File: config.mk
export PLATFORM = sky130hd
export DESIGN_NAME = grayscale_top
export DESIGN_NICKNAME = d
export VERILOG_FILES = /design/src/design/pix_pkg.sv /design/src/design/frame_pkg.sv /design/src/design/pixel_stream_if.sv /design/src/design/luma_stream_if.sv /design/src/design/frame_sequencer.sv /design/src/design/luma_pipeline.sv /design/src/design/gray_output.sv /design/src/design/grayscale_top.sv
export SDC_FILE = /design/constraint.sdc
export NUM_CORES = 1
export LEC_CHECK = 0
export BUFFER_PORTS_ARGS = -buffer_cell sky130_fd_sc_hd__buf_4
export CAP_MARGIN = 20
export CORE_UTILIZATION = 47
export DETAILED_ROUTE_END_ITERATION = 10
export PLACE_DENSITY = 0.65
export SLEW_MARGIN = 5
export SYNTH_ARGS = -nofsm -noshare
export SYNTH_HDL_FRONTEND = slang
export SYNTH_SLANG_ARGS = --single-unit
File: constraint.sdc
create_clock -name i_clk -period 4.7 [get_ports i_clk]
set_input_delay 0.705 -clock i_clk [delete_from_list [all_inputs] [get_ports i_clk]]
set_output_delay 0.705 -clock i_clk [all_outputs]
set_load 0.005 [all_outputs]
File: src/design/pix_pkg.sv
`default_nettype none

package pix_pkg;

    // width of one color channel, luma uses the same width
    localparam int CHAN_W = 10;

    // width of the fixed point luma weights
    localparam int WGT_W = 7;

    // channel times weight before the shift
    localparam int PROD_W = CHAN_W + WGT_W;

    // unsaturated sum of the three weighted terms
    localparam int SUM_W = CHAN_W + 1;

    // luma saturates here
    localparam logic [CHAN_W-1:0] CHAN_MAX = 10'd1023;

    // weights as binary fractions: 19/64, 75/128 and 37/256
    localparam logic [WGT_W-1:0] W_RED   = 7'd19;
    localparam logic [WGT_W-1:0] W_GREEN = 7'd75;
    localparam logic [WGT_W-1:0] W_BLUE  = 7'd37;

    localparam int unsigned SH_RED   = 6;
    localparam int unsigned SH_GREEN = 7;
    localparam int unsigned SH_BLUE  = 8;

    // luma at or below this value maps to a black/white bit of 1
    localparam logic [CHAN_W-1:0] BW_THRESHOLD = 10'd512;

endpackage

`default_nettype wire

File: src/design/frame_pkg.sv
`default_nettype none

package frame_pkg;

    // one VGA frame, 640 x 480
    localparam int DEF_FRAME_PIXELS = 640 * 480;

    // wide enough to index every pixel of the default frame
    localparam int CNT_W = 20;

    // frame sequencer states
    typedef enum logic [1:0] {
        S_IDLE    = 2'd0,
        // read request goes out to the frame memory
        S_REQUEST = 2'd1,
        // one pixel accepted per cycle
        S_STREAM  = 2'd2
    } seq_state_e;

endpackage

`default_nettype wire

File: src/design/pixel_stream_if.sv
`timescale 1ns/1ps
`default_nettype none

// sampled rgb pixels, sequencer to luma pipeline
interface pixel_stream_if;

    logic                        valid;
    // high together with the final valid of a frame
    logic                        last;
    logic [pix_pkg::CHAN_W-1:0]  red;
    logic [pix_pkg::CHAN_W-1:0]  green;
    logic [pix_pkg::CHAN_W-1:0]  blue;

    modport src (
        output valid,
        output last,
        output red,
        output green,
        output blue
    );

    modport snk (
        input valid,
        input last,
        input red,
        input green,
        input blue
    );

endinterface

`default_nettype wire

File: src/design/luma_stream_if.sv
`timescale 1ns/1ps
`default_nettype none

// luma with the delayed rgb, luma pipeline to output stage
interface luma_stream_if;

    logic                        valid;
    logic                        last;
    logic [pix_pkg::CHAN_W-1:0]  luma;
    // original channels, aligned with luma
    logic [pix_pkg::CHAN_W-1:0]  red;
    logic [pix_pkg::CHAN_W-1:0]  green;
    logic [pix_pkg::CHAN_W-1:0]  blue;

    modport src (
        output valid,
        output last,
        output luma,
        output red,
        output green,
        output blue
    );

    modport snk (
        input valid,
        input last,
        input luma,
        input red,
        input green,
        input blue
    );

endinterface

`default_nettype wire

File: src/design/frame_sequencer.sv
`timescale 1ns/1ps
`default_nettype none

module frame_sequencer #(
    parameter int FRAME_PIXELS = frame_pkg::DEF_FRAME_PIXELS
) (
    input  wire logic                       i_clk,
    input  wire logic                       i_rst_n,
    input  wire logic                       i_start,
    input  wire logic [pix_pkg::CHAN_W-1:0] i_red,
    input  wire logic [pix_pkg::CHAN_W-1:0] i_green,
    input  wire logic [pix_pkg::CHAN_W-1:0] i_blue,
    output logic                            o_read_request,
    output logic                            o_vga_start,
    pixel_stream_if.src                     out
);

    frame_pkg::seq_state_e           state_q;
    logic [frame_pkg::CNT_W-1:0]     count_q;
    logic                            first_frame_q;
    logic                            read_req_q;
    logic                            vga_start_q;
    logic                            valid_q;
    logic                            last_q;
    logic [pix_pkg::CHAN_W-1:0]      red_q;
    logic [pix_pkg::CHAN_W-1:0]      green_q;
    logic [pix_pkg::CHAN_W-1:0]      blue_q;
    logic                            count_last;

    // counter sits on the final pixel of the frame
    assign count_last = (32'(count_q) == FRAME_PIXELS - 1);

    always_ff @(posedge i_clk or negedge i_rst_n) begin
        if (!i_rst_n) begin
            state_q       <= frame_pkg::S_IDLE;
            count_q       <= '0;
            first_frame_q <= 1'b1;
            read_req_q    <= 1'b0;
            vga_start_q   <= 1'b0;
            valid_q       <= 1'b0;
            last_q        <= 1'b0;
        end else begin
            // strobes default low, each lasts a single cycle
            read_req_q  <= 1'b0;
            vga_start_q <= 1'b0;
            valid_q     <= 1'b0;
            last_q      <= 1'b0;
            case (state_q)
                frame_pkg::S_IDLE: begin
                    if (i_start) begin
                        state_q     <= frame_pkg::S_REQUEST;
                        read_req_q  <= 1'b1;
                        vga_start_q <= first_frame_q;
                        count_q     <= '0;
                    end
                end
                frame_pkg::S_REQUEST: begin
                    // memory delivers the first pixel in the next cycle
                    state_q <= frame_pkg::S_STREAM;
                end
                frame_pkg::S_STREAM: begin
                    valid_q <= 1'b1;
                    count_q <= count_q + 1'b1;
                    if (count_last) begin
                        last_q        <= 1'b1;
                        first_frame_q <= 1'b0;
                        state_q       <= frame_pkg::S_IDLE;
                    end
                end
                default: begin
                    state_q <= frame_pkg::S_IDLE;
                end
            endcase
        end
    end

    // pixel capture, only meaningful alongside valid
    always_ff @(posedge i_clk) begin
        if (state_q == frame_pkg::S_STREAM) begin
            red_q   <= i_red;
            green_q <= i_green;
            blue_q  <= i_blue;
        end
    end

    assign o_read_request = read_req_q;
    assign o_vga_start    = vga_start_q;

    assign out.valid = valid_q;
    assign out.last  = last_q;
    assign out.red   = red_q;
    assign out.green = green_q;
    assign out.blue  = blue_q;

    a_single_request: assert property (
        @(posedge i_clk) disable iff (!i_rst_n)
        o_read_request |=> !o_read_request
    );

    // outside streaming, valid only survives as the final pixel of the frame
    a_valid_from_stream: assert property (
        @(posedge i_clk) disable iff (!i_rst_n)
        out.valid && !out.last |-> state_q == frame_pkg::S_STREAM
    );

endmodule

`default_nettype wire

File: src/design/luma_pipeline.sv
`timescale 1ns/1ps
`default_nettype none

module luma_pipeline (
    input  wire logic    i_clk,
    input  wire logic    i_rst_n,
    pixel_stream_if.snk  in,
    luma_stream_if.src   out
);

    logic [pix_pkg::PROD_W-1:0]  prod_red;
    logic [pix_pkg::PROD_W-1:0]  prod_green;
    logic [pix_pkg::PROD_W-1:0]  prod_blue;
    logic [pix_pkg::PROD_W-1:0]  shr_red;
    logic [pix_pkg::PROD_W-1:0]  shr_green;
    logic [pix_pkg::PROD_W-1:0]  shr_blue;

    // stage one registers
    logic                        s1_valid_q;
    logic                        s1_last_q;
    logic [pix_pkg::CHAN_W-1:0]  term_red_q;
    logic [pix_pkg::CHAN_W-1:0]  term_green_q;
    logic [pix_pkg::CHAN_W-1:0]  term_blue_q;
    logic [pix_pkg::CHAN_W-1:0]  s1_red_q;
    logic [pix_pkg::CHAN_W-1:0]  s1_green_q;
    logic [pix_pkg::CHAN_W-1:0]  s1_blue_q;

    // stage two registers
    logic [pix_pkg::SUM_W-1:0]   sum_w;
    logic                        s2_valid_q;
    logic                        s2_last_q;
    logic [pix_pkg::CHAN_W-1:0]  luma_q;
    logic [pix_pkg::CHAN_W-1:0]  s2_red_q;
    logic [pix_pkg::CHAN_W-1:0]  s2_green_q;
    logic [pix_pkg::CHAN_W-1:0]  s2_blue_q;

    // each channel is weighted and shifted on its own
    always_comb begin
        prod_red   = in.red * pix_pkg::W_RED;
        prod_green = in.green * pix_pkg::W_GREEN;
        prod_blue  = in.blue * pix_pkg::W_BLUE;
        shr_red    = prod_red >> pix_pkg::SH_RED;
        shr_green  = prod_green >> pix_pkg::SH_GREEN;
        shr_blue   = prod_blue >> pix_pkg::SH_BLUE;
    end

    // largest possible sum is 303 + 599 + 147, so one extra bit is enough
    assign sum_w = {1'b0, term_red_q} + {1'b0, term_green_q} + {1'b0, term_blue_q};

    always_ff @(posedge i_clk or negedge i_rst_n) begin
        if (!i_rst_n) begin
            s1_valid_q <= 1'b0;
            s1_last_q  <= 1'b0;
            s2_valid_q <= 1'b0;
            s2_last_q  <= 1'b0;
        end else begin
            s1_valid_q <= in.valid;
            s1_last_q  <= in.last;
            s2_valid_q <= s1_valid_q;
            s2_last_q  <= s1_last_q;
        end
    end

    always_ff @(posedge i_clk) begin
        term_red_q   <= shr_red[pix_pkg::CHAN_W-1:0];
        term_green_q <= shr_green[pix_pkg::CHAN_W-1:0];
        term_blue_q  <= shr_blue[pix_pkg::CHAN_W-1:0];
        s1_red_q     <= in.red;
        s1_green_q   <= in.green;
        s1_blue_q    <= in.blue;
        // clamp to the channel range
        if (sum_w > {1'b0, pix_pkg::CHAN_MAX}) begin
            luma_q <= pix_pkg::CHAN_MAX;
        end else begin
            luma_q <= sum_w[pix_pkg::CHAN_W-1:0];
        end
        s2_red_q   <= s1_red_q;
        s2_green_q <= s1_green_q;
        s2_blue_q  <= s1_blue_q;
    end

    assign out.valid = s2_valid_q;
    assign out.last  = s2_last_q;
    assign out.luma  = luma_q;
    assign out.red   = s2_red_q;
    assign out.green = s2_green_q;
    assign out.blue  = s2_blue_q;

    // a saturated sum never wraps below any of its own terms
    a_luma_saturated: assert property (
        @(posedge i_clk) disable iff (!i_rst_n)
        out.valid |-> out.luma >= $past(term_red_q)
            && out.luma >= $past(term_green_q)
            && out.luma >= $past(term_blue_q)
    );

endmodule

`default_nettype wire

File: src/design/gray_output.sv
`timescale 1ns/1ps
`default_nettype none

module gray_output (
    input  wire logic                  i_clk,
    input  wire logic                  i_rst_n,
    luma_stream_if.snk                 in,
    output logic                       o_valid,
    output logic                       o_last,
    output logic                       o_bw,
    output logic [pix_pkg::CHAN_W-1:0] o_gray,
    output logic [pix_pkg::CHAN_W-1:0] o_red,
    output logic [pix_pkg::CHAN_W-1:0] o_green,
    output logic [pix_pkg::CHAN_W-1:0] o_blue
);

    logic is_dark;

    // dark pixels, including the threshold itself, become 1
    assign is_dark = (in.luma <= pix_pkg::BW_THRESHOLD);

    always_ff @(posedge i_clk or negedge i_rst_n) begin
        if (!i_rst_n) begin
            o_valid <= 1'b0;
            o_last  <= 1'b0;
            o_bw    <= 1'b0;
            o_gray  <= '0;
            o_red   <= '0;
            o_green <= '0;
            o_blue  <= '0;
        end else begin
            o_valid <= in.valid;
            o_last  <= in.last;
            // data holds its last value between frames
            if (in.valid) begin
                o_bw    <= is_dark;
                o_gray  <= in.luma;
                o_red   <= in.red;
                o_green <= in.green;
                o_blue  <= in.blue;
            end
        end
    end

    a_last_with_valid: assert property (
        @(posedge i_clk) disable iff (!i_rst_n)
        o_last |-> o_valid
    );

endmodule

`default_nettype wire

File: src/design/grayscale_top.sv
`timescale 1ns/1ps
`default_nettype none

module grayscale_top #(
    parameter int FRAME_PIXELS = frame_pkg::DEF_FRAME_PIXELS
) (
    input  wire logic                       i_clk,
    input  wire logic                       i_rst_n,
    input  wire logic                       i_start,
    // pixel stream from the frame memory
    input  wire logic [pix_pkg::CHAN_W-1:0] i_red,
    input  wire logic [pix_pkg::CHAN_W-1:0] i_green,
    input  wire logic [pix_pkg::CHAN_W-1:0] i_blue,
    output logic                            o_read_request,
    output logic                            o_vga_start,
    // processed pixels toward the display side
    output logic                            o_valid,
    output logic                            o_last,
    output logic [pix_pkg::CHAN_W-1:0]      o_gray,
    output logic                            o_bw,
    output logic [pix_pkg::CHAN_W-1:0]      o_red,
    output logic [pix_pkg::CHAN_W-1:0]      o_green,
    output logic [pix_pkg::CHAN_W-1:0]      o_blue
);

    pixel_stream_if pix_if ();
    luma_stream_if  luma_if ();

    // decode: frame sequencing and pixel capture
    frame_sequencer #(
        .FRAME_PIXELS (FRAME_PIXELS)
    ) u_decode (
        .i_clk          (i_clk),
        .i_rst_n        (i_rst_n),
        .i_start        (i_start),
        .i_red          (i_red),
        .i_green        (i_green),
        .i_blue         (i_blue),
        .o_read_request (o_read_request),
        .o_vga_start    (o_vga_start),
        .out            (pix_if.src)
    );

    // execute: two stage luma computation
    luma_pipeline u_execute (
        .i_clk   (i_clk),
        .i_rst_n (i_rst_n),
        .in      (pix_if.snk),
        .out     (luma_if.src)
    );

    // result: threshold and output registers
    gray_output u_result (
        .i_clk   (i_clk),
        .i_rst_n (i_rst_n),
        .in      (luma_if.snk),
        .o_valid (o_valid),
        .o_last  (o_last),
        .o_bw    (o_bw),
        .o_gray  (o_gray),
        .o_red   (o_red),
        .o_green (o_green),
        .o_blue  (o_blue)
    );

endmodule

`default_nettype wire

After elaboration in Yosys (flattened, before gate mapping)
Cells that the tools add are included.

Reductions and logical operators: 5. Add/sub/neg operators: 3. Equal/unequal tests: 5. $lt $le $gt $ge: 2. Multiplexer cells: 12. $mul: 3.

Operator list (count): $pmux W20 S2 (1); $add A20 B1 Y20 const B (1); $eq A20 B19 Y1 const B (1); $mux W20 (1); $mul A10 B7 Y17 const B (1); $mul A10 B6 Y16 const B (1); $mul A10 B5 Y15 const B (1); $add A11 B8 Y11 (1); $add A9 B10 Y11 (1); $gt A11 B10 Y1 const B (1); $le A10 B10 Y1 const B (1); $mux W1 (7); $pmux W2 S3 (1); $reduce_and A2 Y1 (3); $mux W2 (2); $eq A2 B1 Y1 const B (1); $eq A2 B2 Y1 const B (1); $logic_not A2 Y1 (1); $ne A2 B1 Y1 const B (1); $ne A2 B2 Y1 const B (1); $reduce_bool A2 Y1 (1).

Bits of input ports: 33. Output and inout bits: 45. Word-level logic and storage cells: 61. Register bits after elaboration: 201.

Logic depth before layout (Yosys ltp)
Gate-level depths: netlist of run 1.

Word-level depth: 3. Mapped depth: 12. Gate-level depth less buffers: 12.

Modules after synthesis
A second synthesis of run 1 with hierarchy kept.

Cell total of the unflattened synthesis: 699. Area total of the unflattened synthesis: 8903.5 um2.

Modules (own cells, without submodules): luma_pipeline (seq. area each 2042.0 um2, area each 5122.4 um2, instances 1, cells each 451); frame_sequencer (seq. area each 1577.8 um2, area each 2189.6 um2, instances 1, cells each 154); gray_output (seq. area each 1076.0 um2, area each 1591.5 um2, instances 1, cells each 94).

Worst setup path after synthesis of run 1
No wires, ideal clock.

Path kind: register to register. Start: reg u_decode.green_q (netlist bit u_decode.out.green[6]). End: reg u_execute.term_green_q[6] (netlist bit). Data required time: 4.577 ns. Data arrival time: 3.222 ns. Path slack: 1.355 ns. Setup time: 0.123 ns. Period minus slack after synthesis: 3.345 ns. Buffers on the path: 0. Cell stages (with the launch flop): 13. Cell sequence: edfxtp_1 ha_1 ha_1 inv_1 fa_1 fa_1 inv_1 ha_1 a21oi_1 nand2_1 o31ai_1 a21oi_1 xor2_1.

Longest elaborated chain between the ends: 1.

Ends and longest elaborated chain: start: declaration (line frame_sequencer.sv:26) `logic [pix_pkg::CHAN_W-1:0] green_q;`; start signal: assignment (line frame_sequencer.sv:81) `green_q <= i_green;`; $mul A10 B7 Y17 (line luma_pipeline.sv:40) `prod_green = in.green * pix_pkg::W_GREEN;`; named net u_execute.prod_green, one bit (line luma_pipeline.sv:12) `logic [pix_pkg::PROD_W-1:0] prod_green;`; end signal: assignment (line luma_pipeline.sv:66) `term_green_q <= shr_green[pix_pkg::CHAN_W-1:0];`; end: declaration (line luma_pipeline.sv:22) `logic [pix_pkg::CHAN_W-1:0] term_green_q;`.

The timed path passes the listed nets, and every way through them passes these cells. A chain may end at the register's enable or synchronous reset.

Worst setup path after layout of run 1
Same ends and word-level chain as after synthesis.

==> results of run 1 <==
## through the flow
step | hold WS, ns | worst slack (ns) | cell area, um^2
global route | 0.271 | 0.778 | 10400
CTS | 0.241 | 1.01 | 10400
floorplan | 0.310 | 1.35 | 8920
global placement | 0.311 | 1.17 | 9770
finish | 0.236 | 1.01 | 10400
detailed placement | 0.312 | 1.02 | 9770
## state kept, by name, summed over array words and instances, names as in the netlist, 8 cells and up
| name | cells |
|---|---|
| u_execute.s1_green_q | 10 |
| u_result.o_red | 10 |
| u_decode.out.green | 10 |
| u_decode.out.red | 10 |
| u_result.o_green | 10 |
| u_execute.term_green_q | 10 |
| u_decode.out.blue | 10 |
| u_execute.out.green | 10 |
| u_execute.term_blue_q | 8 |
| u_execute.out.luma | 10 |
| u_execute.term_red_q | 9 |
| u_decode.count_q | 20 |
| u_result.o_blue | 10 |
| u_execute.out.blue | 10 |
| u_execute.s1_blue_q | 10 |
| u_execute.out.red | 10 |
| u_result.o_gray | 10 |
| u_execute.s1_red_q | 10 |
## metal layers
metal | GRT usage, % | up-vias
li1 | - | 2689
met1 | 21.4 | 2636
met2 | 29.4 | 106
met3 | 3.13 | 32
met4 | 5.03 | 0
met5 | 0 | -
## worst paths after layout
| path | start | to | slack, ns | cells past startpoint |
|---|---|---|---|---|
| worst min-delay path | i_rst_n | u_result.o_blue[4]$_DFFE_PN0P_ | 0.24 | 1 |
| min in group i_clk | u_execute.s1_blue_q[9]$_DFF_P_ | u_execute.out.blue[9]$_DFF_P_ | 0.32 | 0 |
| worst max register to register | u_decode.out.green[6]$_DFFE_PP_ | u_execute.term_green_q[6]$_DFF_P_ | 1.01 | 12 |
| worst min register to register | u_execute.s1_blue_q[9]$_DFF_P_ | u_execute.out.blue[9]$_DFF_P_ | 0.32 | 0 |
| max in group asynchronous | i_rst_n | u_decode.first_frame_q$_DFFE_PN1P_ | 3.58 | 2 |
| worst max-delay path | u_decode.out.green[6]$_DFFE_PP_ | u_execute.term_green_q[6]$_DFF_P_ | 1.01 | 12 |
## cell usage in the layout, fill, tap and decap left out, types with 5 or more instances in the layout
cell / instances
sky130_fd_sc_hd__a21o_1: 5
sky130_fd_sc_hd__a21oi_1: 18
sky130_fd_sc_hd__a31oi_1: 8
sky130_fd_sc_hd__buf_4: 79
sky130_fd_sc_hd__clkbuf_1: 8
sky130_fd_sc_hd__clkbuf_16: 22
sky130_fd_sc_hd__clkinv_2: 5
sky130_fd_sc_hd__dfrtp_1: 72
sky130_fd_sc_hd__dfxtp_1: 97
sky130_fd_sc_hd__edfxtp_1: 30
sky130_fd_sc_hd__fa_1: 29
sky130_fd_sc_hd__ha_1: 101
sky130_fd_sc_hd__inv_1: 79
sky130_fd_sc_hd__mux2_2: 40
sky130_fd_sc_hd__mux2i_1: 9
sky130_fd_sc_hd__nand2_1: 35
sky130_fd_sc_hd__nand2b_1: 7
sky130_fd_sc_hd__nand3_1: 18
sky130_fd_sc_hd__nand4_1: 6
sky130_fd_sc_hd__nor2_1: 26
sky130_fd_sc_hd__nor3_1: 13
sky130_fd_sc_hd__o211ai_1: 5
sky130_fd_sc_hd__o21a_1: 5
sky130_fd_sc_hd__o21ai_0: 36
sky130_fd_sc_hd__xnor2_1: 14
sky130_fd_sc_hd__xor2_1: 6
## area by class of cell
cell class	instances	area (um^2)	area share, %
Clock buffer	30	581	5.57
Inverter	79	297	2.84
Clock inverter	10	82.6	0.792
Tap cell	234	293	2.81
Multi-Input combinational cell	429	3890	37.3
Timing Repair Buffer	79	593	5.69
Sequential cell	201	4700	45.0
## worst max-delay path, delay by kind of cell, from the launching register on
kind | cells | cell delay, ns
AOI/OAI and AO/OA | 3 | 0.78
xor gates and xnor gates | 1 | 0.17
adders and majority gates | 5 | 1.95
buffers and inverters | 2 | 0.09
DFF | 1 | 0.47
and+or+nand+nor | 1 | 0.11
## kinds of logic (layout without fill, tap and decap cells)
family                   count (synthesis)  in the layout  synth area share [%]
AO/OA/AOI/OAI                          102            102                  7.42
AND/OR/NAND/NOR                        128            128                  7.45
adder cells (fa/ha/maj)                130            130                  20.7
flip-flops                             201            201                  52.7
buffers and inverters                   87            198                  3.75
multiplexers                            49             49                  6.06
XOR/XNOR                                20             20                  1.96
==> impl_metrics.tcl, run 1 <==
set metrics [dict create \
    netlist_instances 717 \
    layout_worst_path_cycle_share_pct 78.6 \
    grt.overflow.total 0 \
    totalWireLength_mm 15.8 \
    grt_pass1_vias 5711 \
    setup_viol 0 \
    area_delta_synth_final_pct 17.0 \
    drv_slew 0 \
    route.met2.wl_mm 7.55 \
    final_util_pct 55.9 \
    mappedNetlistArea_um2 8920 \
    synth_area_leader_cell "sky130_fd_sc_hd__dfxtp_1" \
    post_cts_hold_buffer_count 0 \
    postCtsResizedCells 0 \
    tightest_slew_ns 1.07 \
    area_share_of_the_largest_cell_type_after_synthesis_pct 21.8 \
    post_cts.repair.setup_buffers 0 \
    clock.fmax_mhz 271 \
    ant_nets 0 \
    fp.coreArea_um2 18600 \
    highest-signal-layer "met4" \
    setup_total_negative_slack_ns 0 \
    clock_insertion_delay_worst_skew_ns 0.50 \
    path_class "reg2reg" \
    postSynthAreaPerCell_um2 12.4 \
    path_clk_slew_ns 0.06 \
    met1_wl_mm 7.19 \
    max-cap-violations 0 \
    post-place-cells 1022 \
    worst_path_most_repeated_cell "sky130_fd_sc_hd__ha_1" \
    endpoint_kind "flip-flop" \
    final_period_minus_worst_setup_slack_ns 3.69 \
    globalRouteTotalUtil_pct 16.9 \
    dp_hpwl_mm 11.5 \
    route.detailed.drc 0 \
    num_antenna_cells 0 \
    place.port_buffers 77 \
    number_of_vias_per_cell_after_detailed_routing 5.14 \
    drt_iter0_markers 296 \
    yosys-top-cells-area "sky130_fd_sc_hd__dfxtp_1 (22%), sky130_fd_sc_hd__dfrtp_1 (20%), sky130_fd_sc_hd__ha_1 (14%), sky130_fd_sc_hd__edfxtp_1 (10%), sky130_fd_sc_hd__fa_1 (6.5%)" \
    initial_antenna_violation_count 0 \
    grt_pass1_wl_mm 26.9 \
    outcome "complete, no violations" \
    chipWidth_um 140 \
    fp.dieH_um 140 \
    cts_root_buf "sky130_fd_sc_hd__clkbuf_16" \
    crit_path_cell_trace "ha_1 > ha_1 > inv_1 > fa_1 > fa_1 > inv_1 > ha_1 > a21oi_1 > nand2_1 > o31ai_1 > a21oi_1 > xor2_1" \
    routed_wire_length_per_instance_um 14.8 \
    standard_cell_rows 50 \
    grt_setup_unrepaired "no" \
    io_pins 78 \
    timing.critical_path.fanout_max 5 \
    maximum_number_of_pins_on_one_net_before_global_route_repair 47 \
    ys_ff_latch 201 \
    cts_max_path_buffers 3 \
    maxSlewHeadroom_pct 28.7 \
    dr_wl_met3_um 603 \
    finalNetCount 975 \
    timing.critical_path.slowest_cell_delay_ns 0.51 \
    worst_ep_required_time_ns 5.08 \
    die_area_um2 19500 \
    timing.clock.skew_ns 0.0133 \
    worst_path_max_delay_cell "sky130_fd_sc_hd__fa_1" \
    most_used_flip_flop_cell_after_synthesis "sky130_fd_sc_hd__dfxtp_1" \
    netlist_top_cells_count "sky130_fd_sc_hd__ha_1 (101), sky130_fd_sc_hd__dfxtp_1 (97), sky130_fd_sc_hd__inv_1 (79)" \
    synth_enable_flop_cells 30 \
    worstSetupStartpointType "flip-flop" \
    drive_gt1_share_pct 19.8 \
    synth.most_common_cell "sky130_fd_sc_hd__ha_1" \
    yosysSeqAreaShare_pct 52.7 \
    tritoncts_num_sinks 201 \
    gp_routability_congestion 0.854 \
    start_util_pct 47.8 \
    instances_no_fill 1062 \
    async_flop_share_pct 36.8 \
    synth.net_count 880 \
    cp_data_arrival_time_ns 4.08 \
    synth_cell_type_count 59 \
    worst_hold_path_type "in2async" \
    cts_tree "yes" \
    ctsHtreeMaxLevel 1 \
    cts_made_buffers 22 \
    detailedRoute.firstPassIterationCount 5 \
    vias 5463 \
    yosys_warnings 0 \
    num-fill-cells 1529 \
    hold_viol_final 0 \
]
Power of run 1 is not shown: default switching activity piles up to over one toggle a cycle in this logic, so the estimate is an artifact.
==> inputs of run 2 (changes only) <==
--- a/config.mk
+++ b/config.mk
@@ -9,7 +9,7 @@
 export CAP_MARGIN = 20
 export CORE_UTILIZATION = 47
 export DETAILED_ROUTE_END_ITERATION = 10
-export PLACE_DENSITY = 0.65
+export PLACE_DENSITY = 0.68
 export SLEW_MARGIN = 5
 export SYNTH_ARGS = -nofsm -noshare
 export SYNTH_HDL_FRONTEND = slang
==> constraint.sdc (replaced) <==
create_clock -name i_clk -period 3.3 [get_ports i_clk]
set_input_delay 0.495 -clock i_clk [delete_from_list [all_inputs] [get_ports i_clk]]
set_output_delay 0.495 -clock i_clk [all_outputs]
set_load 0.005 [all_outputs]
==> run 2 against run 1 <==
Effect of this change:
- the flow now finishes with violations (setup timing)
- critical path depth stayed put
- via count rose by 3.3%
- wire length grew 10%
- core utilization rose by 3.2 points
- first-iteration DRC count down 24%
- worst setup slack worse by 1.1 ns
- cell area is 5.8% higher
- hold slack worse by 0.066 ns
- fmax increased by 9.9%
- non-clock buffer count increased by 29
- flip-flop and latch count stayed put
- critical path type unchanged
- highest routed layer unchanged
==> impl_metrics.tcl, run 2 (synthesis results as in run 1) <==
set metrics [dict create \
    place.port_buffers 77 \
    crit_path_buf_inv_count 2 \
    timing.clock.skew_ns 0.0109 \
    clock_insertion_delay_worst_skew_ns 0.50 \
    timing.critical_path.fanout_max 4 \
    maxSlewHeadroom_pct 31.9 \
    number_of_vias_per_cell_after_detailed_routing 5.17 \
    setup_viol 5 \
    standard_cell_rows 50 \
    vias 5645 \
    io_pins 78 \
    worst_ep_required_time_ns 3.72 \
    route.detailed.drc 0 \
    num_antenna_cells 0 \
    worstSetupStartpointType "flip-flop" \
    maximum_number_of_pins_on_one_net_before_global_route_repair 75 \
    worst_path_max_delay_cell "sky130_fd_sc_hd__fa_1" \
    setup_total_negative_slack_ns -0.202 \
    chipWidth_um 140 \
    endpoint_kind "flip-flop" \
    routed_wire_length_per_instance_um 15.9 \
    die_area_um2 19500 \
    worst_slack_ns -0.0608 \
    cp_data_arrival_time_ns 3.78 \
    totalWireLength_mm 17.3 \
    finalNetCount 1004 \
    layout_worst_path_cycle_share_pct 102 \
    hold_viol_final 0 \
    crit_path_cell_trace "ha_1 > ha_4 > inv_2 > fa_1 > fa_1 > inv_1 > ha_4 > a21oi_4 > nand2_2 > o31ai_4 > nor2b_2 > xnor2_1" \
    grt_pass1_wl_mm 28.5 \
    destination_of_the_worst_register_to_register_timing_path "u_execute.term_green_q[4]$_DFF_P_" \
    most-common-layout-cells "sky130_fd_sc_hd__buf_4 (103), sky130_fd_sc_hd__dfxtp_1 (97), sky130_fd_sc_hd__ha_1 (92)" \
    cts_root_buf "sky130_fd_sc_hd__clkbuf_16" \
    path_clk_slew_ns 0.07 \
    drive_gt1_share_pct 26.8 \
    detailedRoute.firstPassIterationCount 4 \
    max-cap-violations 0 \
    timing.rr.start "u_decode.out.green[6]$_DFFE_PP_" \
    worstSetupPathDepth 12 \
    area_delta_synth_final_pct 23.7 \
    tritoncts_num_sinks 201 \
    start_util_pct 47.8 \
    rr_worst_depth 12 \
    path_class "reg2reg" \
    layout.cells.most_common "sky130_fd_sc_hd__buf_4" \
    cts_made_buffers 22 \
    drt_iter0_markers 224 \
    ant_nets 0 \
    crit_path_start "u_decode.out.green[6]$_DFFE_PP_" \
    outcome "complete, but fails checks" \
    clock.fmax_mhz 298 \
    final_period_minus_worst_setup_slack_ns 3.36 \
    ctsHtreeMaxLevel 1 \
    cp_top_family "adder cells" \
    globalRouteTotalUtil_pct 18.1 \
    grt_setup_unrepaired "yes" \
    initial_antenna_violation_count 0 \
    grt_pass1_vias 6071 \
    timing.critical_path.slowest_cell_delay_ns 0.51 \
    minimum_setup_slack_among_reg_to_reg_paths_ns -0.06 \
    num-fill-cells 1513 \
    top_register "u_decode.count_q" \
    dp_hpwl_mm 12.1 \
    fp.dieH_um 140 \
    worst_slack_placed_ns -0.227 \
    gp_routability_congestion 0.881 \
    drv_slew 0 \
    cp-endpoint "u_execute.term_green_q[4]$_DFF_P_" \
    fp.coreArea_um2 18600 \
    grt.overflow.total 0 \
    multi_input_area_um2 4150 \
    tightest_slew_ns 1.02 \
    largest_register_ffs 20 \
    cts_tree "yes" \
    cts_max_path_buffers 3 \
    worst_hold_path_type "in2reg" \
    ff_latch_area_um2 4700 \
    violated_checks "setup timing" \
]
run 2: stage by stage:
stage / hold slack [ns] / cells / area, um^2 / util, %
after floorplan: 0.199 / 717 / 8930 / -
after global placement: 0.312 / 1037 / 9890 / 53.0
after detailed placement: 0.312 / 1037 / 9890 / 53.0
after CTS: 0.149 / 1084 / 10900 / 58.3
after global routing: 0.155 / 1091 / 11000 / 59.2
final: 0.170 / 1091 / 11000 / 59.2
run 2: cell type report:
type	count	area share [%]
Tap cell	234	2.65
Sequential cell	201	42.6
Timing Repair Buffer	108	7.65
Clock buffer	32	6.18
Clock inverter	8	0.624
Multi-Input combinational cell	429	37.6
Inverter	79	2.69
run 2: per-layer routing:
metal  share of wire (%)  GRT usage, %  vias up
met5                   0             0        -
met4                 2.6          6.48        0
met3                 4.6          2.92       41
met2                  51          32.7      128
met1                  42          21.6     2731
li1                    -             -     2745
run 2: worst min path at each step:
stage	from	to	slack (ns)	cells after the start
after global routing	i_red[3]	u_decode.out.red[3]$_DFFE_PP_	0.16	1
final	i_red[3]	u_decode.out.red[3]$_DFFE_PP_	0.17	1
after global placement	u_execute.s1_red_q[1]$_DFF_P_	u_execute.out.red[1]$_DFF_P_	0.31	0
after floorplan	i_rst_n	u_decode.count_q[0]$_DFFE_PN0P_	0.20	0
after detailed placement	u_execute.s1_blue_q[8]$_DFF_P_	u_execute.out.blue[8]$_DFF_P_	0.31	0
after CTS	i_red[3]	u_decode.out.red[3]$_DFFE_PP_	0.15	1
run 2: repair_timing:
item | CTS | global route
hold buffers | 0 | 1
resized for setup | 31 | 15
setup endpoints to repair | 8 | 11
endpoints found under the hold margin | 0 | 8
buffers inserted | 8 | 5
pin swaps | 21 | 9
Power of run 2 is left out for the same reason.
==> inputs of run 3 (changes only) <==
--- a/config.mk
+++ b/config.mk
@@ -9,7 +9,7 @@
 export CAP_MARGIN = 20
 export CORE_UTILIZATION = 47
 export DETAILED_ROUTE_END_ITERATION = 10
-export PLACE_DENSITY = 0.68
+export PLACE_DENSITY = 0.65
 export SLEW_MARGIN = 5
 export SYNTH_ARGS = -nofsm -noshare
 export SYNTH_HDL_FRONTEND = slang
==> constraint.sdc (replaced) <==
create_clock -name i_clk -period 3.9 [get_ports i_clk]
set_input_delay 0.585 -clock i_clk [delete_from_list [all_inputs] [get_ports i_clk]]
set_output_delay 0.585 -clock i_clk [all_outputs]
set_load 0.005 [all_outputs]
==> run 3 against run 2 <==
Effect of this change:
- the flow now finishes without violations
- fmax decreased by 7.7%
- register-to-register slack improved by 0.32 ns
- clock-buffer cell count decreased by 1
- global-route usage decreased by 0.70 points
- core utilization decreased by 2.7 points
- cell area decreased by 4.6%
- die area unchanged
- first-iteration DRC count increased by 4.9%
- via count decreased by 3.7%
- highest routed layer unchanged
==> impl_metrics.tcl, run 3 (synthesis results as in run 1) <==
set metrics [dict create \
    maxSlewHeadroom_pct 29.3 \
    timing.clock.skew_ns 0.0103 \
    grt.overflow.total 0 \
    drive_gt1_share_pct 21.0 \
    route.met2.wl_mm 7.86 \
    drv_slew 0 \
    final_period_minus_worst_setup_slack_ns 3.64 \
    globalRouteTotalUtil_pct 17.4 \
    destination_of_the_worst_register_to_register_timing_path "u_execute.term_green_q[9]$_DFF_P_" \
    worst_hold_path_type "in2async" \
    standard_cell_rows 50 \
    maximum_number_of_pins_on_one_net_before_global_route_repair 59 \
    cts_max_path_buffers 3 \
    instances_no_fill 1062 \
    cp_top_family "adder cells" \
    chipWidth_um 140 \
    timing.rr.start "u_decode.out.green[4]$_DFFE_PP_" \
    max-cap-violations 0 \
    final_util_pct 56.5 \
    path_clk_slew_ns 0.06 \
    fin_area_um2 10500 \
    cp-endpoint "u_execute.term_green_q[9]$_DFF_P_" \
    dp_hpwl_mm 11.9 \
    crit_path_buf_inv_count 2 \
    rr_worst_depth 12 \
    worst_path_max_delay_cell "sky130_fd_sc_hd__fa_1" \
    highest-signal-layer "met4" \
    outcome "complete, no violations" \
    timing.critical_path.fanout_max 5 \
    ant_nets 0 \
    post_cts.repair.setup_buffers 0 \
    post-place-cells 1022 \
    hold_viol_final 0 \
    ctsHtreeMaxLevel 1 \
    grt_pass1_wl_mm 27.6 \
    met1_wl_mm 7.20 \
    clock_insertion_delay_worst_skew_ns 0.49 \
    timing.hold.ws_ns 0.140 \
    dpl-instance-area_um2 9770 \
    route.detailed.drc 0 \
    timing.critical_path.slowest_cell_delay_ns 0.51 \
    most-common-layout-cells "sky130_fd_sc_hd__ha_1 (101), sky130_fd_sc_hd__dfxtp_1 (97), sky130_fd_sc_hd__inv_1 (79), sky130_fd_sc_hd__buf_4 (79), sky130_fd_sc_hd__dfrtp_1 (72)" \
    io_pins 78 \
    endpoint_kind "flip-flop" \
    multi_input_area_um2 3890 \
    cts_root_buf "sky130_fd_sc_hd__clkbuf_16" \
    num-fill-cells 1568 \
    cts_made_buffers 22 \
    postCtsResizedCells 0 \
    ff_latch_area_um2 4700 \
    detailedRoute.firstPassIterationCount 4 \
    finalNetCount 975 \
    routed_wire_length_per_instance_um 15.1 \
    setup_viol 0 \
    start_util_pct 47.8 \
    worst_path_most_repeated_cell "sky130_fd_sc_hd__ha_1" \
    dr_wl_met3_um 679 \
    num_antenna_cells 0 \
    drt_iter0_markers 235 \
    cp_data_arrival_time_ns 4.01 \
    tightest_slew_ns 1.06 \
    worstSetupStartpointType "flip-flop" \
    gp_routability_congestion 0.843 \
    die_area_um2 19500 \
    worst_ep_required_time_ns 4.27 \
    area_delta_synth_final_pct 18.1 \
    grt_pass1_vias 5894 \
    fp.dieH_um 140 \
    vias 5434 \
    post_cts_hold_buffer_count 0 \
    path_class "reg2reg" \
    place.port_buffers 77 \
    totalWireLength_mm 16.1 \
    layout_worst_path_cycle_share_pct 93.4 \
    number_of_vias_per_cell_after_detailed_routing 5.12 \
    worstSetupPathDepth 12 \
    tritoncts_num_sinks 201 \
    initial_antenna_violation_count 0 \
    crit_path_start "u_decode.out.green[4]$_DFFE_PP_" \
    cts_tree "yes" \
    clock.fmax_mhz 275 \
    top_register "u_decode.count_q" \
    fp.coreArea_um2 18600 \
    largest_register_ffs 20 \
    layout.cells.most_common "sky130_fd_sc_hd__ha_1" \
    minimum_setup_slack_among_reg_to_reg_paths_ns 0.26 \
    crit_path_cell_trace "ha_1 > ha_1 > inv_1 > fa_1 > fa_1 > inv_1 > ha_1 > nand2_1 > a211oi_2 > o31ai_1 > a41oi_1 > or2_1" \
]
[run 3: cell types whose count changed in the layout (fill, tap and decap cells not counted), moves of 3 or more]
cell,delta
sky130_fd_sc_hd__inv_1,+4
sky130_fd_sc_hd__buf_4,-24
sky130_fd_sc_hd__ha_4,-9
sky130_fd_sc_hd__a21oi_1,+4
sky130_fd_sc_hd__buf_6,-3
sky130_fd_sc_hd__ha_1,+9
sky130_fd_sc_hd__inv_2,-4
sky130_fd_sc_hd__nand2_1,+3
sky130_fd_sc_hd__clkinv_2,+4
sky130_fd_sc_hd__a21oi_2,-3
[run 3: cell type report]
cell class              instances  area share [%]
clock buffers                  31            6.54
clock inverters                 9           0.665
inverters                      79            2.82
multi-input cells             429            37.0
flip-flops and latches        201            44.6
well taps                     234            2.78
repair buffers                 79            5.63
[run 3: worst min-delay path by stage]
stage | startpoint | endpoint | slack [ns] | cells past startpoint
after floorplan | i_rst_n | u_decode.count_q[0]$_DFFE_PN0P_ | 0.29 | 0
after global placement | u_execute.s1_blue_q[9]$_DFF_P_ | u_execute.out.blue[9]$_DFF_P_ | 0.31 | 0
after detailed placement | u_execute.s1_green_q[9]$_DFF_P_ | u_execute.out.green[9]$_DFF_P_ | 0.31 | 0
after CTS | i_rst_n | u_result.o_blue[6]$_DFFE_PN0P_ | 0.16 | 1
after global routing | i_rst_n | u_result.o_blue[4]$_DFFE_PN0P_ | 0.19 | 1
final | i_rst_n | u_result.o_blue[4]$_DFFE_PN0P_ | 0.14 | 1
[run 3: metrics by stage]
| stage | setup WS [ns] | setup TNS, ns |
|---|---|---|
| detailed placement | 0.169 | 0 |
| CTS | 0.171 | 0 |
| global placement | 0.365 | 0 |
| finish | 0.259 | 0 |
| global route | -0.00535 | -0.00535 |
| floorplan | 0.555 | 0 |
[run 3: layer usage]
metal / vias to the layer above / track usage [%]
met3: 22 / 3.20
met2: 112 / 30.3
li1: 2685 / -
met4: 0 / 5.96
met5: - / 0
met1: 2615 / 21.6
Power of run 3 is left out for the same reason.
